File: src/common/mipsPkg.sv
package mipsPkg;

    localparam int DATA_WIDTH     = 32;                    // Data word
    localparam int ADDR_WIDTH     = 32;                    // Instruction address
    localparam int REG_WIDTH      = 5;                     // Register index
    localparam int IMEM_WORDS     = 256;                   // Instruction memory depth
    localparam int DMEM_WORDS     = 64;                    // Data memory depth
    localparam int IMEM_ADDR_BITS = $clog2(IMEM_WORDS);    // Word index into instruction memory
    localparam int DMEM_ADDR_BITS = $clog2(DMEM_WORDS);    // Word index into data memory

    typedef enum logic [5:0] {
        opRType = 6'h00,
        opBeq   = 6'h04,
        opAddi  = 6'h08,
        opLw    = 6'h23,
        opSw    = 6'h2b
    } instOpT;

    typedef enum logic [5:0] {
        fnNop = 6'h00,                                     // Also the all-zero word
        fnAdd = 6'h20,
        fnSub = 6'h22,
        fnAnd = 6'h24,
        fnOr  = 6'h25,
        fnSlt = 6'h2a
    } instFnT;

    typedef enum logic [2:0] {
        aluAnd = 3'b000,
        aluOr  = 3'b001,
        aluAdd = 3'b010,
        aluSub = 3'b110,
        aluSlt = 3'b111
    } aluCtrlT;

    typedef struct packed {
        instOpT                op;
        logic [REG_WIDTH-1:0]  rs;
        logic [REG_WIDTH-1:0]  rt;
        logic [REG_WIDTH-1:0]  rd;
        logic [4:0]            shamt;                      // Ignored, no shifts
        instFnT                fn;
    } rTypeT;

    typedef struct packed {
        instOpT                op;
        logic [REG_WIDTH-1:0]  rs;
        logic [REG_WIDTH-1:0]  rt;
        logic [15:0]           imm;
    } iTypeT;

    // One instruction word, read through whichever layout the opcode implies
    typedef union packed {
        rTypeT r;
        iTypeT i;
    } instWordT;

    typedef struct packed {
        logic                  valid;
        instWordT              inst;
        logic [ADDR_WIDTH-1:0] pcPlus4;
    } ifIdT;

    typedef struct packed {
        logic                  valid;
        logic [DATA_WIDTH-1:0] dataA;
        logic [DATA_WIDTH-1:0] dataB;
        logic [REG_WIDTH-1:0]  rt;
        logic [REG_WIDTH-1:0]  rd;
        logic [DATA_WIDTH-1:0] imm;                        // Already sign-extended
        logic [ADDR_WIDTH-1:0] pcPlus4;
        logic                  regWrite;
        logic                  memWrite;
        logic                  memToReg;
        logic                  regDst;                     // 1 selects rd
        logic                  aluSrcB;                    // 1 selects imm
        aluCtrlT               aluCtrl;
        logic                  branch;
    } idExT;

    typedef struct packed {
        logic                  valid;
        logic [DATA_WIDTH-1:0] aluResult;
        logic [DATA_WIDTH-1:0] storeData;
        logic [REG_WIDTH-1:0]  destReg;
        logic                  regWrite;
        logic                  memWrite;
        logic                  memToReg;
    } exMemT;

    typedef struct packed {
        logic                  valid;
        logic                  regWrite;
        logic [REG_WIDTH-1:0]  destReg;
        logic [DATA_WIDTH-1:0] data;
    } wbT;

    typedef struct packed {
        logic                  valid;
        logic [DATA_WIDTH-1:0] addr;                       // Byte address
        logic [DATA_WIDTH-1:0] data;
    } memWrT;

    typedef struct packed {
        logic                  taken;
        logic [ADDR_WIDTH-1:0] target;
    } branchT;

endpackage
File: src/design/stageMEM.sv
`timescale 1ns/100ps

module stageMEM (
    input  logic              i_clk,
    input  logic              i_rst,
    input  mipsPkg::exMemT    i_exMem,
    output mipsPkg::wbT       o_wb,
    output mipsPkg::memWrT    o_memWr                      // Store seen by data memory
);
    import mipsPkg::*;

    logic [DATA_WIDTH-1:0]     dmem [DMEM_WORDS];
    logic [DMEM_ADDR_BITS-1:0] wordIdx;
    logic                      storeEn;
    logic [DATA_WIDTH-1:0]     loadData;

    assign wordIdx  = i_exMem.aluResult[DMEM_ADDR_BITS+1:2];  // Upper bits ignored
    assign storeEn  = i_exMem.valid & i_exMem.memWrite;
    assign loadData = dmem[wordIdx];

    always_ff @(posedge i_clk) begin
        if (storeEn)
            dmem[wordIdx] <= i_exMem.storeData;
    end

    always_ff @(posedge i_clk) begin
        if (i_rst) begin
            o_memWr.valid <= 1'b0;
            o_wb.valid    <= 1'b0;
            o_wb.regWrite <= 1'b0;
        end else begin
            o_memWr.valid <= storeEn;                      // Same edge as the array write
            o_wb.valid    <= i_exMem.valid;
            o_wb.regWrite <= i_exMem.regWrite;
        end
        o_memWr.addr <= i_exMem.aluResult;
        o_memWr.data <= i_exMem.storeData;
        o_wb.destReg <= i_exMem.destReg;
        o_wb.data    <= i_exMem.memToReg ? loadData : i_exMem.aluResult;
    end

endmodule

File: config.mk
export PLATFORM = sky130hd
export DESIGN_NAME = stageMEM
export DESIGN_NICKNAME = d
export VERILOG_FILES = /design/src/common/mipsPkg.sv /design/src/design/stageMEM.sv
export SDC_FILE = /design/constraint.sdc
export NUM_CORES = 2
export LEC_CHECK = 0
export ABC_AREA = 1
export BUFFER_PORTS_ARGS = -buffer_cell sky130_fd_sc_hd__buf_2
export CAP_MARGIN = 20
export CORE_MARGIN = 8
export CORE_UTILIZATION = 35
export CTS_BUF_LIST = sky130_fd_sc_hd__clkbuf_16
export DETAILED_ROUTE_END_ITERATION = 16
export GPL_TIMING_DRIVEN = 1
export PLACE_DENSITY_LB_ADDON = 0.12
export SLEW_MARGIN = 15
export SYNTH_ARGS = -nofsm -noshare
export SYNTH_HDL_FRONTEND = slang
export SYNTH_SLANG_ARGS = --single-unit
File: constraint.sdc
create_clock -name i_clk -period 15.33 [get_ports i_clk]
set_input_delay 1.533 -clock i_clk [delete_from_list [all_inputs] [get_ports i_clk]]
set_output_delay 1.533 -clock i_clk [all_outputs]
set_load 0.05 [all_outputs]
== Yosys cells after proc, flatten, opt, wreduce, memory -nomap -nowiden ==
Memory sizes are Yosys's and may differ from the RTL's.
Cells that the tools add are included.

* Memories kept: 1
* Logic and storage cells: 12
* Register bits after elaboration: 104
* Output and inout bits: 104
* RAM bits: 2048

* Bitwise operators: 1
* Multiplexer cells: 3

{| class="wikitable"
|+ Memory list
! name !! depth !! bits a word !! rd ports !! clocked after memory_dff !! wr ports !! line !! source
|-
| dmem || 64 || 32 || 1 || 0 || 1 || stageMEM.sv:12 || <nowiki>logic [DATA_WIDTH-1:0] dmem [DMEM_WORDS];</nowiki>
|}

{| class="wikitable"
|+ Operator list
! kind !! count
|-
| 2-to-1 mux 32 bit || 1
|-
| 2-to-1 mux 1 bit || 2
|-
| AND 1 bit || 1
|}

== Longest topological paths before layout ==
* Word-level depth: 3
* Gate-level depth with buffers: 16
* Mapped depth without buffers: 13

== Worst setup path after synthesis ==
Ideal clock, no wire load.

* Path type: input-to-reg
* Start point: input i_exMem[45] (netlist bit)
* End point: memory dmem[40][0] (enable)
* Stages on the path: 5
* Library setup time: 0.502 ns
* Arrival: 5.349 ns
* Required time: 14.828 ns
* Slack: 9.479 ns
* Path through: inv_2 > nor3_1 > buf_2 > inv_2 > nor4_1

{| class="wikitable"
|+ RTL lines
! what !! line !! source
|-
| start: declaration || stageMEM.sv:6 || <nowiki>input mipsPkg::exMemT i_exMem,</nowiki>
|-
| end: declaration || stageMEM.sv:12 ||
|}

Straight into the memory's write port.

== Worst setup path after layout ==
* Start point: input i_exMem[42] (netlist bit)
* End point: register o_wb[15] (netlist bit)

* Longest elaborated chain between the ends: 2

{| class="wikitable"
|+ RTL lines
! what !! line !! source
|-
| memory read (64 x 32 bit) || -- ||
|-
| 2-to-1 mux 32 bit || stageMEM.sv:39 || <nowiki>o_wb.data <= i_exMem.memToReg ? loadData : i_exMem.aluResult;</nowiki>
|-
| end: declaration || stageMEM.sv:7 || <nowiki>output mipsPkg::wbT o_wb,</nowiki>
|}

No other way between the ends.
A chain may end at the register's enable or synchronous reset.

==> impl_metrics.csv <==
group,metric,value,unit
drt,drtIter0Drc,5449,
global_routing,grt_pass1_vias,57800,
synthesis,yosysWarnings,0,
power,total_power,12700,uW
synthesis,syn_inst,8630,
global_routing,grt_usage,0.212,
run,drv_cap,0,
timing,rsz0062_at_grt,"no",
timing,finalWorstSetupSlack,10.34,ns
worst_setup_path,ff2ff_setup_slack,12.85,ns
timing,worstMarginPinSlew,1.11,ns
worst_setup_path,end_kind,"flip-flop",
timing,setup_tns,0,ns
placement,dp_hpwl,155000,um
power,p_sw_frac,0.243,
global_routing,grt_pass1_wl,419000,um
global_routing,grt_overflow,0,
synthesis,syn-cell-area,88400,um^2
worst_setup_path,cp.arrival,5.82,ns
power,p_leak,0.0419,uW
outcome,status,"complete, no violations",
timing,slew_headroom,0.261,
placement,pre_cts_ws,9.43,ns
worst_setup_path,path_max_fanout,111,
clock_network,postCtsSetupBuffers,0,
timing,fin_crit,4.99,ns
timing,finalClockSkew,0.0332,ns
clock_network,cts.repair.resized,0,
timing,timing.fmax,200,MHz
placement,io_buffers,178,
power,seq_power_share,0.513,
drt,antenna_left,0,
synthesis,synth-seq-cells,2152,
clock_network,cts.reportedPaths.clkPinSlew,0.06,ns
power,intPower,9580,uW
clock_network,cts.htree.levels,4,
worst_setup_path,crit_family,"buffers and inverters",
synthesis,synth_nets,8705,
drt,vias,59400,
worst_setup_path,worstSetupEndpoint,"o_wb[15]$_DFF_P_",
die,die_x,519,um
die,fp.dieArea,269000,um^2
layout,fin_nets,8851,
drt,routed_wl,294000,um
worst_setup_path,worst-path-stages,17,
worst_setup_path,slowest_stage,"buf_4",
timing,period_share,0.326,
worst_hold_path,min_path_type,"input port to flip-flop",
clock_network,clk_latency,0.89,ns
die,core,251000,um^2
worst_setup_path,rr_startpoint,"dmem[40][13]$_DFFE_PP_",
timing,report.final.slew_viol_count,0,
timing,finalSetupViolations,0,
drt,first_pass_iters,5,
synthesis,avgSynthCellArea,10.2,um^2
layout,nFillCells,24600,
power,power.switching,3080,uW
clock_network,cts_tree,"built",
global_routing,antenna_found_initial,25,
worst_setup_path,crit_top_cell,"nand2_1",
power,comb_power_share,0.068,
power,p_clk_frac,0.419,
layout,syn2layout_area_growth,13.9,%
die,die_h,519,um
worst_setup_path,cp.required,16.16,ns
worst_setup_path,crit_path_start,"i_exMem[42]",
die,rows,184,
power,peakVddDrop,0.000122,V
layout,final_area,101000,um^2
layout,drive_above_1_share,0.0861,
worst_setup_path,start_kind,"input port",
placement,dpl_cell_area,93500,um^2
clock_network,numClockSinks,2152,
clock_network,cts_root_buffer,"clkbuf_16",
worst_setup_path,path_class,"input port to flip-flop",
worst_setup_path,r2r_end,"o_wb[13]$_DFF_P_",
worst_setup_path,reg2regPathDepth,12,
clock_network,hold_buffers,0,
clock_network,cts_buffers,230,
clock_network,clk_path_buf_depth,3,
drt,wl_per_cell,23.8,um
die,io_pins,179,
synthesis,ys_seq_area_frac,0.719,
worst_setup_path,slowest_delay,0.83,ns
drt,viasPerCell,4.81,
global_routing,grt_max_degree,169,
power,p_per_area,126,nW/um^2
drt,remaining_drc_errors,0,
worst_setup_path,cp_num_buf_inv,6,
timing,hold_viol_final,0,
worst_setup_path,crit_path_cell_trace,"buf_8 -> inv_8 -> buf_4 -> buf_4 -> buf_4 -> nand2_1 -> nand2_1 -> nand2_1 -> nand2_1 -> nand2_1 -> nand2_1 -> nand2_1 -> nand2_1 -> nor2_1 -> nand3_1 -> nand2_1 -> inv_1",
die,start_util,0.352,
synthesis,synth_cell_types,22,
placement,gp_congestion,0.797,
-- layer usage --
| layer | GRT usage | vias to the layer above | share of wire |
|---|---|---|---|
| li1 | - | 28100 | - |
| met1 | 0.294 | 29100 | 0.45 |
| met2 | 0.336 | 1754 | 0.45 |
| met3 | 0.0386 | 393 | 0.066 |
| met4 | 0.0712 | 0 | 0.036 |
| met5 | 0 | - | 0 |
-- worst register-to-register path, stage by stage (launching register included) --
cell	delay [ns]
edfxtp_1	0.36
nand2_1	0.07
nand2_1	0.07
nand2_1	0.08
nand2_1	0.06
nand2_1	0.09
nand2_1	0.06
nand2_1	0.23
nand2_1	0.24
nor2_1	0.84
nand3_1	0.16
nand2_1	0.10
inv_1	0.04
-- final cells by class --
class | instances | area [um^2] | area share
well taps | 3348 | 4190 | 0.0416
repair buffers | 340 | 2280 | 0.0226
inverters | 101 | 402 | 0.00399
flip-flops and latches | 2152 | 63600 | 0.631
clock buffers | 236 | 5910 | 0.0587
clock inverters | 200 | 1240 | 0.0124
diodes | 9 | 22.5 | 0.000224
multi-input cells | 5951 | 23100 | 0.229
-- Yosys cell counts --
cell type / n / area (um^2)
nor2_2: 1 / 6.26
nand3_1: 52 / 260
edfxtp_1: 2048 / 61500
buf_1: 31 / 116
o21ai_1: 2 / 10.0
dfxtp_1: 104 / 2080
buf_6: 2 / 22.5
buf_4: 7 / 52.6
clkinv_1: 1 / 3.75
a21oi_1: 21 / 105
inv_1: 97 / 364
o211ai_1: 2 / 15.0
nor4_1: 2 / 12.5
nor2_1: 144 / 541
clkbuf_1: 166 / 623
buf_2: 220 / 1100
or2_2: 28 / 175
nor3_1: 4 / 20.0
or2_1: 1 / 6.26
nand2_1: 5682 / 21300
o21ai_0: 12 / 60.1
inv_2: 3 / 11.3
-- worst min path at each step --
| stage | end | cells past startpoint | slack, ns | startpoint |
|---|---|---|---|---|
| 6_report | o_wb[35]$_DFF_P_ | 1 | 0.76 | i_exMem[6] |
| 5_1_grt | o_wb[35]$_DFF_P_ | 1 | 0.69 | i_exMem[6] |
| 4_1_cts | o_wb[33]$_DFF_P_ | 1 | 0.67 | i_exMem[4] |
| 3_5_place_dp | o_wb[0]$_DFF_P_ | 10 | 0.90 | dmem[0][0]$_DFFE_PP_ |
| 3_3_place_gp | o_wb[0]$_DFF_P_ | 10 | 0.89 | dmem[0][0]$_DFFE_PP_ |
| 2_1_floorplan | o_wb[30]$_DFF_P_ | 8 | 0.70 | dmem[47][30]$_DFFE_PP_ |
-- flip-flops by register name (all words and copies together), names as in the netlist --
name / count
dmem: 2048
o_wb: 39
o_memWr: 65
-- logic make-up after synthesis --
logic type             after synthesis  share of synthesized area
DFF                               2152                      0.719
AOI/OAI and AO/OA                   37                    0.00215
buffers and inverters              527                     0.0260
and+or+nand+nor                   5914                      0.253
-- per-stage QoR --
stage          std cells  hold slack, ns  utilization
6_report           12300           0.756        0.401
3_3_place_gp       11900           0.892        0.372
5_1_grt            12300           0.688        0.400
3_5_place_dp       11900           0.898        0.372
2_1_floorplan       8630           0.697            -
4_1_cts            12300           0.669        0.400
-- layout by cell type, fill, tap and decap left out, types with 28 or more instances in the layout --
cell type / n
clkbuf_16: 236
nor2_4: 66
dfxtp_1: 104
nand3_1: 52
or2_2: 28
nand2_1: 5682
buf_2: 169
nor2_1: 78
buf_4: 158
edfxtp_1: 2048
inv_1: 155
clkinv_1: 50
clkinv_2: 60
-- power by group through the flow --
stage               Clock, uW  Sequential, uW  Combinational, uW
detailed placement          0            6620                872
global route             5630            6490                944
finish                   5300            6490                863
floorplan                   0            6680                399
global placement            0            6620                873
CTS                      5420            6490                875
No activity file was read; power rests on OpenSTA's default activity.
