File: src/common/mipsPkg.sv
package mipsPkg;

    localparam int DATA_WIDTH     = 32;                    // Data word
    localparam int ADDR_WIDTH     = 32;                    // Instruction address
    localparam int REG_WIDTH      = 5;                     // Register index
    localparam int IMEM_WORDS     = 256;                   // Instruction memory depth
    localparam int DMEM_WORDS     = 64;                    // Data memory depth
    localparam int IMEM_ADDR_BITS = $clog2(IMEM_WORDS);    // Word index into instruction memory
    localparam int DMEM_ADDR_BITS = $clog2(DMEM_WORDS);    // Word index into data memory

    typedef enum logic [5:0] {
        opRType = 6'h00,
        opBeq   = 6'h04,
        opAddi  = 6'h08,
        opLw    = 6'h23,
        opSw    = 6'h2b
    } instOpT;

    typedef enum logic [5:0] {
        fnNop = 6'h00,                                     // Also the all-zero word
        fnAdd = 6'h20,
        fnSub = 6'h22,
        fnAnd = 6'h24,
        fnOr  = 6'h25,
        fnSlt = 6'h2a
    } instFnT;

    typedef enum logic [2:0] {
        aluAnd = 3'b000,
        aluOr  = 3'b001,
        aluAdd = 3'b010,
        aluSub = 3'b110,
        aluSlt = 3'b111
    } aluCtrlT;

    typedef struct packed {
        instOpT                op;
        logic [REG_WIDTH-1:0]  rs;
        logic [REG_WIDTH-1:0]  rt;
        logic [REG_WIDTH-1:0]  rd;
        logic [4:0]            shamt;                      // Ignored, no shifts
        instFnT                fn;
    } rTypeT;

    typedef struct packed {
        instOpT                op;
        logic [REG_WIDTH-1:0]  rs;
        logic [REG_WIDTH-1:0]  rt;
        logic [15:0]           imm;
    } iTypeT;

    // One instruction word, read through whichever layout the opcode implies
    typedef union packed {
        rTypeT r;
        iTypeT i;
    } instWordT;

    typedef struct packed {
        logic                  valid;
        instWordT              inst;
        logic [ADDR_WIDTH-1:0] pcPlus4;
    } ifIdT;

    typedef struct packed {
        logic                  valid;
        logic [DATA_WIDTH-1:0] dataA;
        logic [DATA_WIDTH-1:0] dataB;
        logic [REG_WIDTH-1:0]  rt;
        logic [REG_WIDTH-1:0]  rd;
        logic [DATA_WIDTH-1:0] imm;                        // Already sign-extended
        logic [ADDR_WIDTH-1:0] pcPlus4;
        logic                  regWrite;
        logic                  memWrite;
        logic                  memToReg;
        logic                  regDst;                     // 1 selects rd
        logic                  aluSrcB;                    // 1 selects imm
        aluCtrlT               aluCtrl;
        logic                  branch;
    } idExT;

    typedef struct packed {
        logic                  valid;
        logic [DATA_WIDTH-1:0] aluResult;
        logic [DATA_WIDTH-1:0] storeData;
        logic [REG_WIDTH-1:0]  destReg;
        logic                  regWrite;
        logic                  memWrite;
        logic                  memToReg;
    } exMemT;

    typedef struct packed {
        logic                  valid;
        logic                  regWrite;
        logic [REG_WIDTH-1:0]  destReg;
        logic [DATA_WIDTH-1:0] data;
    } wbT;

    typedef struct packed {
        logic                  valid;
        logic [DATA_WIDTH-1:0] addr;                       // Byte address
        logic [DATA_WIDTH-1:0] data;
    } memWrT;

    typedef struct packed {
        logic                  taken;
        logic [ADDR_WIDTH-1:0] target;
    } branchT;

endpackage
File: src/design/stageEX.sv
`timescale 1ns/100ps

module stageEX (
    input  logic              i_clk,
    input  logic              i_rst,
    input  mipsPkg::idExT     i_idEx,
    output mipsPkg::exMemT    o_exMem,
    output mipsPkg::branchT   o_branch                     // Combinational, back to fetch
);
    import mipsPkg::*;

    logic [DATA_WIDTH-1:0] opA;
    logic [DATA_WIDTH-1:0] opB;
    logic [DATA_WIDTH-1:0] aluResult;
    logic                  aluZero;
    logic [REG_WIDTH-1:0]  destReg;

    assign opA = i_idEx.dataA;
    assign opB = i_idEx.aluSrcB ? i_idEx.imm : i_idEx.dataB;

    always_comb begin
        case (i_idEx.aluCtrl)
            aluAnd:  aluResult = opA & opB;
            aluOr:   aluResult = opA | opB;
            aluAdd:  aluResult = opA + opB;
            aluSub:  aluResult = opA - opB;
            aluSlt:  aluResult = {{(DATA_WIDTH-1){1'b0}}, $signed(opA) < $signed(opB)};
            default: aluResult = '0;
        endcase
    end

    assign aluZero = (aluResult == '0);
    assign destReg = i_idEx.regDst ? i_idEx.rd : i_idEx.rt;

    // beq subtracts, so a zero result means equal operands
    assign o_branch.taken  = i_idEx.valid & i_idEx.branch & aluZero;
    assign o_branch.target = i_idEx.pcPlus4 + {i_idEx.imm[ADDR_WIDTH-3:0], 2'b00};

    always_ff @(posedge i_clk) begin
        if (i_rst) begin
            o_exMem.valid    <= 1'b0;
            o_exMem.regWrite <= 1'b0;
            o_exMem.memWrite <= 1'b0;
            o_exMem.memToReg <= 1'b0;
        end else begin
            o_exMem.valid    <= i_idEx.valid;
            o_exMem.regWrite <= i_idEx.regWrite;          // Already cleared for bubbles
            o_exMem.memWrite <= i_idEx.memWrite;
            o_exMem.memToReg <= i_idEx.memToReg;
        end
        o_exMem.aluResult <= aluResult;
        o_exMem.storeData <= i_idEx.dataB;                 // rt value for sw
        o_exMem.destReg   <= destReg;
    end

endmodule

File: config.mk
export PLATFORM = sky130hd
export DESIGN_NAME = stageEX
export DESIGN_NICKNAME = d
export VERILOG_FILES = /design/src/common/mipsPkg.sv /design/src/design/stageEX.sv
export SDC_FILE = /design/constraint.sdc
export NUM_CORES = 1
export LEC_CHECK = 0
export ABC_AREA = 1
export BUFFER_PORTS_ARGS = -buffer_cell sky130_fd_sc_hd__buf_2
export CORE_MARGIN = 4
export CORE_UTILIZATION = 60
export DETAILED_ROUTE_END_ITERATION = 8
export PLACE_DENSITY = 0.87
export SETUP_SLACK_MARGIN = 0.5
export SYNTH_ARGS = -nofsm -noshare
export SYNTH_HDL_FRONTEND = slang
export SYNTH_SLANG_ARGS = --single-unit
File: constraint.sdc
create_clock -name i_clk -period 8.75 [get_ports i_clk]
set_clock_uncertainty 0.15 [all_clocks]
set_input_delay 0.4375 -clock i_clk [delete_from_list [all_inputs] [get_ports i_clk]]
set_output_delay 0.4375 -clock i_clk [all_outputs]
set_load 0.005 [all_outputs]
; After elaboration in Yosys (flattened, before gate mapping)
; Cells that the tools add are included.
[classes]
add_sub_neg = 3
magnitude_cmp = 1
eq_ne = 4
mux = 3
n_bitwise = 4
n_reduce_logical = 2
[ops]
columns = operator, n
row1 = 32-bit case mux with 5 select lines, 1
row2 = 32-bit adder, 2
row3 = 32-bit AND, 1
row4 = 32-bit zero test, 1
row5 = 32-bit < comparator, 1
row6 = 32-bit two-way mux, 1
row7 = 32-bit OR, 1
row8 = 32-bit subtractor, 1
row9 = "3-bit equality test, second input constant", 2
row10 = 5-bit two-way mux, 1
row11 = "3-bit by 1-bit equality test with 1-bit output, second input constant", 1
row12 = "3-bit by 2-bit equality test with 1-bit output, second input constant", 1
row13 = 3-bit zero test, 1
row14 = 1-bit AND, 2
[totals]
regBits = 73
inputBits = 150
out_inout_bits = 106
elab_cells = 24

; Logic depth before layout (Yosys ltp)
; Gate-level depths: netlist of run 1.
[depth]
depth_word = 5
ltp_mapped = 24
depth_no_buf = 23

; Worst setup path before layout of run 1
; Ideal clock, no wire load.
[synth_timing]
path_type = input -> output
startpoint = input port i_idEx[4] (netlist bit)
endpoint = output port o_branch[32] (netlist bit)
arrival_time_ns = 2.991
required_time_ns = 8.163
slack_ns = 5.172
cell_stages = 22
n_path_buf = 2
path_cell_list = clkbuf_1 > clkbuf_1 > nand2_1 > o21ai_0 > inv_1 > ha_1 > fa_1 > nand2_1 > nand2_1 > nand3_1 > nand2_1 > nand3_1 > nand3_1 > nand3_1 > nand2_1 > nor2_1 > nand2_1 > nor2_1 > nand2_1 > nor2_1 > nand2_1 > nor2_1
[synth_rtl]
columns = item, line_no
row1 = start: declaration, stageEX.sv:6  ; input mipsPkg::idExT i_idEx,
row2 = end: declaration, stageEX.sv:8  ; output mipsPkg::branchT o_branch

==> metrics.cfg, run 1 <==
[synth]
syn_inst=1745
netlist_top_cells_count=488 x nand2_1, 345 x inv_1, 201 x nor2_1
synth_warnings=0
ys_ff_latch=73
ys_seq_area_frac=0.147
yosys.area.top_type=nand2_1
synthArstFlopShare=0
synthTopCellsByArea=nand2_1 18%, ha_1 16%, dfxtp_1 15%
syn-num-nets=2029
syn_area_per_cell_um2=5.69
netlist_area_um2=9940
synth_cell_type_count=45
synth.most_common_cell=nand2_1
synth_top_area_frac=0.184
synth_edf_count=0
synthFlopType=dfxtp_1

[pwr]
vdd.ir_drop.worst_v=0.000105
swShare=0.429
pwr-share-comb=0.482
leakagePower_nw=6.98
clockPowerShare=0.285
p_seq_frac=0.233
switchingPower_w=0.000677
internal_power_w=0.000899
powerDensity_nw_per_um2=135

[route]
routed_via_density=5.63
vias=12400
drt-initial-drc-count=1559
wl_um=37900
wl_per_cell_um=17.2
drt-pass1-iter-count=6
ant_nets=0
drc=0

[setup_path]
cp_num_buf_inv=3
critPathTopFamily=simple AND/OR/NAND/NOR gates
worst_setup_path_start_kind=primary input
cp_cell_sequence=buf_2 > nand2_1 > o21ai_0 > inv_1 > ha_1 > fa_1 > nand2_1 > nand2_1 > nand3_1 > nand2_1 > o21ai_0 > nand3b_1 > nor2_1 > nand3_1 > nor2_1 > nand4_1 > nor2_1 > buf_2
cp_common_cell=nand2_1
cp_slowest_cell=buf_2
path_max_fanout=64
cp-startpoint=i_idEx[4]
critPathKind=in -> out
critPathMaxStageDelay_ns=0.72
endpoint_kind=output pin
crit_required_ns=8.16
arrival_ns=4.31

[sta]
fmax_mhz=204
worst_pin_slew_ns=1.08
relSlewSlack=0.277
setup_viol=0
slew_viol_final=0
fin_setup_tns_ns=0
period_needed_ns=4.89
grt_setup_unrepaired=no
worst_slack_ns=3.86
fin_crit_sh=0.559
hold_viol_final=0

[clocking]
root_buffer=clkbuf_16
htree_levels=3
postCtsResizedCells=0
clkSinkCount=73
clock_path_buffers=2
cts_made_buffers=9
cts_tree=yes
clk_pin_slew_ns=0.07
post-cts-setup-buffers=0
hold_buffers=0

[cells_and_area]
num-nets-final=2263
syn2layout_area_growth_pct=17.4
largest_reg_flops=73
drive_above_1_share=0.155
reg_top3=o_exMem: 73 flops
regMostFlops=o_exMem

[global_routing]
grt_overflow=0
grt_max_degree=65
antenna_found_initial=1
track_usage=0.395
grt_pass1_vias=11300
grt_pass1_wl_um=57100

[placed_design]
portBuffers=251
hpwl_um=31800
dpl_worst_slack_ns=4.05
place.gp.congestion=1.08

[floorplan]
core_area_um2=16100
initial_core_util=0.619
chipWidth_um=137
io_pins=256
dieHeight_um=137
die_area_um2=18700
fp-row-count=46

[worst_hold_path]
min-delay-start=i_idEx[96]
hold_class=in -> reg

[status]
status=finished, final reports clean

[flow_run]
cap_violations=0

routing by layer:
layer,global-route usage,vias to the layer above,wire length (µm)
met2,0.631,897,16300
met5,0,-,0
met1,0.509,5423,14900
li1,-,5915,-
met3,0.0930,146,5030
met4,0.164,0,1750
cell usage in the layout (no fill, tap or decap), drive strengths merged, types with 18 or more instances in the layout:
cell   count
nor2     209
o21ai     82
dfxtp     73
buf      252
nand4     23
nand3    125
o22ai     21
a21oi     98
ha       131
xor2      18
nand2    496
inv      357
area by class of cell:
type | count | area, µm²
antenna | 1 | 2.50
multi-input combinational | 1287 | 6980
clock inverter | 7 | 124
sequential | 73 | 1460
timing repair buffer | 252 | 1260
clock buffer | 9 | 225
fill | 1384 | 4390
tap | 216 | 270
inverter | 356 | 1340
power by group through the flow:
stage	Combinational (W)	Sequential (W)	Clock, W
after floorplan	0.000467	0.000381	0
after global routing	0.000831	0.000371	0.000459
after detailed placement	0.000726	0.000375	0
after global placement	0.000715	0.000375	0
after CTS	0.000733	0.000368	0.000444
final	0.000759	0.000368	0.000449
cell families after synthesis:
family | count (synthesis) | share of synthesized area
AND/OR/NAND/NOR | 884 | 0.370
multiplexers | 5 | 0.00567
flip-flops | 73 | 0.147
buffers and inverters | 385 | 0.150
adder cells (fa/ha/maj) | 134 | 0.171
XOR/XNOR | 28 | 0.0247
AO/OA/AOI/OAI | 236 | 0.131
stage by stage:
| step | util | cell area [µm²] | hold slack [ns] | power [W] | instances |
|---|---|---|---|---|---|
| after floorplan | - | 9940 | 0.315 | 0.000848 | 1745 |
| after global placement | 0.705 | 11300 | 0.401 | 0.00109 | 2184 |
| after detailed placement | 0.705 | 11300 | 0.403 | 0.00110 | 2184 |
| after CTS | 0.726 | 11700 | 0.0379 | 0.00154 | 2200 |
| after global routing | 0.727 | 11700 | 0.0332 | 0.00166 | 2201 |
| final | 0.727 | 11700 | 0.0294 | 0.00158 | 2201 |
path summary, 6_finish.rpt:
path / to / slack (ns) / cells after the start
setup / recovery: o_branch[32] / 3.86 / 18
hold / removal: o_exMem[21]$_DFF_P_ / 0.03 / 1
Note: power is estimated with default switching activity, not from simulation.
==> inputs of run 2 (changes only) <==
- CORE_UTILIZATION: 60 -> 56
- PLACE_DENSITY: 0.87 -> 0.82
- clock period: 8.75 -> 5.1 ns (I/O delays scaled with it)
==> metrics.cfg, run 2 (synthesis results as in run 1) <==
[status]
status=finished, final reports clean

[setup_path]
crit_required_ns=4.70  ; -3.46 ns
worst_setup_path_start_kind=primary input
cp-startpoint=i_idEx[85]
critPathKind=in -> out
arrival_ns=3.99  ; -0.32 ns
endpoint_kind=output pin
path_max_fanout=10  ; -84%
endpoint=o_branch[32]

[worst_hold_path]
hold_depth=4  ; +3
hold_class=in -> reg

[pwr]
p_seq_frac=0.239  ; +0.006
vdd.ir_drop.worst_v=0.000162  ; +54%
pwr-share-comb=0.508  ; +0.026
switchingPower_w=0.00118  ; +74%
powerDensity_nw_per_um2=218  ; +62%
leakagePower_nw=7.16  ; +2.6%
clockPowerShare=0.254  ; -0.031
swShare=0.445  ; +0.0151
internal_power_w=0.00147  ; +63%

[cells_and_area]
reg_top3=o_exMem: 73 flops
fillers=1596  ; +15%
num-nets-final=2312  ; +2.2%
drive_above_1_share=0.152  ; -0.00276
layout_commonest_cell=nand2_1
largest_reg_flops=73  ; unchanged
final_cell_mix=488 x nand2_1, 345 x inv_1, 250 x buf_2
regMostFlops=o_exMem
syn2layout_area_growth_pct=22.0

[floorplan]
chipWidth_um=141  ; +3.3%
core_area_um2=17400  ; +8.1%
fp-row-count=48  ; +4.3%
die_area_um2=19900  ; +6.7%
io_pins=256  ; unchanged
dieHeight_um=141  ; +3.3%
initial_core_util=0.572  ; -0.0463

[clocking]
clkSinkCount=73  ; unchanged
post-cts-setup-buffers=0  ; unchanged
root_buffer=clkbuf_16
clock_path_buffers=2  ; unchanged
cts_made_buffers=9  ; unchanged
clk_pin_slew_ns=0.06  ; about the same
htree_levels=3  ; unchanged
cts_tree=yes

[global_routing]
grt_pass1_vias=11700  ; +4.0%
grt_max_degree=56  ; -14%
grt_overflow=0  ; unchanged
grt_pass1_wl_um=60800  ; +6.5%
antenna_found_initial=1  ; unchanged
track_usage=0.384  ; -0.0110

[placed_design]
place.gp.congestion=1.06  ; -1.5%
portBuffers=251  ; unchanged
hpwl_um=32300  ; +1.5%

[route]
drc=0  ; unchanged
drt-pass1-iter-count=6  ; unchanged
drt-initial-drc-count=1685  ; +8.1%
wl_um=39700  ; +4.7%
wl_per_cell_um=17.6  ; +2.0%
ant_nets=0  ; unchanged
routed_via_density=5.58  ; -0.72%
vias=12600  ; +1.9%

[sta]
hold_viol_final=0  ; unchanged
fin_crit_sh=0.862
setup_viol=0  ; unchanged
fmax_mhz=227
whs_ns=0.299  ; +0.270 ns
worst_pin_slew_ns=1.14  ; +0.0609 ns
slew_viol_final=0  ; unchanged
grt_setup_unrepaired=no
relSlewSlack=0.238  ; -0.0397
period_needed_ns=4.40
fin_setup_tns_ns=0  ; unchanged

[flow_run]
cap_violations=0  ; unchanged

run 2: worst min path at each step:
stage	startpoint	endpoint	slack, ns
3_5_place_dp	i_idEx[108]	o_exMem[33]$_DFF_P_	0.22
3_3_place_gp	i_idEx[83]	o_exMem[8]$_DFF_P_	0.22
6_report	i_idEx[116]	o_exMem[41]$_DFF_P_	0.30
2_1_floorplan	i_idEx[85]	o_exMem[10]$_DFF_P_	0.13
4_1_cts	i_idEx[116]	o_exMem[41]$_DFF_P_	0.28
5_1_grt	i_idEx[116]	o_exMem[41]$_DFF_P_	0.34
run 2: worst max-delay path, cell delays in order:
cell,delay [ns]
dlygate4sd3_1,0.54
buf_2,0.13
o21ai_0,0.50
ha_1,0.48
inv_2,0.15
nand2_1,0.09
nand2_2,0.09
nand4_1,0.14
nand2_2,0.18
nand2_1,0.09
nand2_1,0.11
nand3_1,0.21
nand2_1,0.13
nand2_1,0.05
nand3_1,0.06
nand2_1,0.07
nor2_1,0.25
nand2_1,0.09
nor2_1,0.09
nand2_1,0.05
nor2_1,0.10
buf_2,0.12
run 2: per-stage QoR:
stage	power [W]	worst slack [ns]	instances	area [µm²]	utilization
after CTS	0.00259	0.809	2258	12100	0.698
after floorplan	0.00146	1.89	1745	9940	-
after global routing	0.00279	0.567	2259	12100	0.698
final	0.00264	0.701	2259	12100	0.698
after detailed placement	0.00189	0.929	2195	11300	0.653
after global placement	0.00188	0.905	2195	11300	0.653
run 2: timing repair:
action / 4_1_cts / 5_1_grt
hold buffers: 47 / 0
hold endpoints to repair: 41 / 0
gates resized for setup: 0 / 2
endpoints found under the setup margin: 0 / 1
run 2: power by group through the flow:
stage | logic, W | clock network [W] | registers [W]
finish | 0.00134 | 0.000671 | 0.000631
global route | 0.00147 | 0.000689 | 0.000636
CTS | 0.00129 | 0.000669 | 0.000631
detailed placement | 0.00125 | 0 | 0.000643
global placement | 0.00124 | 0 | 0.000643
floorplan | 0.000801 | 0 | 0.000654
run 2: cell type report:
cell class / instances / area [µm²] / area share
antenna: 1 / 2.50 / 0.000206
clock buffer: 9 / 225 / 0.0186
clock inverter: 7 / 76.3 / 0.00630
inverter: 356 / 1340 / 0.110
multi-input combinational: 1287 / 6980 / 0.576
sequential: 73 / 1460 / 0.121
tap: 225 / 282 / 0.0232
timing repair buffer: 301 / 1750 / 0.145
run 2: layer usage:
metal	track usage	part of all wire	vias to the layer above
met1	0.505	0.40	5566
met4	0.161	0.045	0
met2	0.615	0.43	900
met5	0	0	-
met3	0.0723	0.13	131
li1	-	-	6019
==> inputs of run 3 (changes only) <==
- BUFFER_PORTS_ARGS: -buffer_cell sky130_fd_sc_hd__buf_2 -> default
- CORE_UTILIZATION: 56 -> 50
- DONT_BUFFER_PORTS: default -> 1
- PLACE_DENSITY: 0.82 -> 0.63
==> metrics.cfg, run 3 (synthesis results as in run 1) <==
[setup_path]
worst_setup_path_start_kind=primary input
cp_num_buf_inv=2  ; -2
crit_required_ns=4.70  ; about the same
path_max_fanout=64  ; +54
cp-startpoint=i_idEx[4]
arrival_ns=3.36  ; -0.63 ns
cp_common_cell=nand2_1
cp_slowest_cell=o21ai_0
critPathTopFamily=simple AND/OR/NAND/NOR gates
critPathMaxStageDelay_ns=0.51  ; -0.03 ns
cp_cell_sequence=o21ai_0 > inv_1 > ha_1 > inv_1 > fa_1 > nand2_1 > nand2_2 > nand4_1 > nand2_2 > nand2_1 > nand2_1 > nand2_1 > nand3_1 > nand2_1 > a21oi_1 > nand3_1 > nor2_1 > nand2_1 > nor2_1
endpoint_kind=output pin
critPathKind=in -> out

[global_routing]
grt_pass1_vias=10800  ; -8.2%
grt_max_degree=65  ; +16%
gr-max-usage-layer=met2
antenna_found_initial=0  ; -1
grt_overflow=0  ; unchanged
grt_pass1_wl_um=56700  ; -6.8%
met3_usage=0.0787  ; +0.00645
grt_use_met1=0.439  ; -0.0663
track_usage=0.329  ; -0.0551
grt_use_met2=0.524  ; -0.0911

[floorplan]
fp-row-count=51  ; +6.3%
die_area_um2=22200  ; +11%
io_pins=256  ; unchanged
chipWidth_um=149  ; +5.5%
dieHeight_um=149  ; +5.5%
core_area_um2=19500  ; +13%
initial_core_util=0.509  ; -0.0636

[route]
drt-pass1-iter-count=6  ; unchanged
drt-initial-drc-count=1011  ; -40%
routed_via_density=5.46  ; -2.3%
vias=11200  ; -11%
drc=0  ; unchanged
ant_nets=0  ; unchanged
wl_per_cell_um=18.2  ; +3.7%
wl_um=37300  ; -6.1%

[sta]
fin_setup_tns_ns=0  ; unchanged
setup_viol=0  ; unchanged
slew_viol_final=0  ; unchanged
hold_viol_final=0  ; unchanged
grt_setup_unrepaired=no
worst_slack_ns=1.34  ; +0.635 ns
worst_pin_slew_ns=1.07  ; -0.0676 ns
fmax_mhz=266  ; +17%
fin_crit_sh=0.738  ; -0.125
period_needed_ns=3.76  ; -0.635 ns
relSlewSlack=0.283  ; +0.0451

[clocking]
htree_levels=3  ; unchanged
clock_path_buffers=2  ; unchanged
post-cts-setup-buffers=0  ; unchanged
clk_pin_slew_ns=0.06  ; about the same
cts_tree=yes
clkSinkCount=73  ; unchanged
cts_made_buffers=9  ; unchanged
root_buffer=clkbuf_16

[placed_design]
dpl_worst_slack_ns=1.35  ; +0.418 ns
place.gp.congestion=1.01  ; -4.8%
dpl.cell_count=1983  ; -9.7%
portBuffers=0  ; -100%
hpwl_um=31100  ; -3.9%

[cells_and_area]
regMostFlops=o_exMem
layout_commonest_cell=nand2_1
fillers=2090  ; +31%
multi_input_area_um2=6980  ; unchanged
syn2layout_area_growth_pct=10.2
final_cell_mix=488 x nand2_1, 345 x inv_1, 201 x nor2_1
drive_above_1_share=0.0326  ; -0.120
final_core_util=0.561  ; -0.137
num-nets-final=2060  ; -11%
reg_top3=o_exMem: 73 flops
ff_latch_area_um2=1460  ; unchanged
antenna_cells=0  ; -1
largest_reg_flops=73  ; unchanged
final_cells=2046  ; -9.4%

[status]
status=finished, final reports clean

[flow_run]
cap_violations=0  ; unchanged

[pwr]
leakagePower_nw=6.16  ; -14%
powerDensity_nw_per_um2=234  ; +7.0%
vdd.ir_drop.worst_v=0.000171  ; +5.8%

[worst_hold_path]
hold_class=in -> reg
min-delay-start=i_idEx[2]

## run 3: cell count changes in the layout (fill, tap and decap cells not counted), moves of 2 or more
cell and delta:
bufinv_16 +2, buf_2 -250, clkinv_4 +2, inv_6 -3
## run 3: worst min-delay path, cell delays in order
cell and delay [ns]:
nand3_1 0.07, o211ai_1 0.11, a21oi_1 0.09, inv_1 0.06
## run 3: repair_timing
item	4_1_cts	5_1_grt
gates resized for setup	0	0
hold buffers	47	0
endpoints found under the hold margin	41	0
## run 3: layer usage
layer	part of all wire	vias up
li1	-	5505
met1	0.42	5000
met2	0.44	596
met3	0.12	67
met4	0.027	0
met5	0	-
## run 3: area by class of cell
cell class	instances	area share
clock buffer	10	0.0218
clock inverter	6	0.0105
inverter	356	0.122
multi-input combinational	1287	0.638
sequential	73	0.133
tap	265	0.0303
timing repair buffer	49	0.0443
## run 3: per-stage QoR
| step | hold slack, ns | total power (W) | cell area [µm²] |
|---|---|---|---|
| 4_1_cts | 0.103 | 0.00254 | 11000 |
| 5_1_grt | 0.148 | 0.00272 | 11000 |
| 3_3_place_gp | 0.133 | 0.00174 | 10100 |
| 6_report | 0.105 | 0.00256 | 11000 |
| 2_1_floorplan | 0.133 | 0.00146 | 9940 |
| 3_5_place_dp | 0.133 | 0.00173 | 10100 |
## run 3: where the power goes
part / internal, W / leakage (nW) / switching (W)
clock network: 0.000493 / 0.169 / 0.000276
logic: 0.000360 / 5.38 / 0.000781
registers: 0.000622 / 0.612 / 0.0000256
## run 3: path summary, 6_finish.rpt
kind	to	slack, ns	depth (start not counted)
min	o_exMem[40]$_DFF_P_	0.10	4
max	o_branch[32]	1.34	19
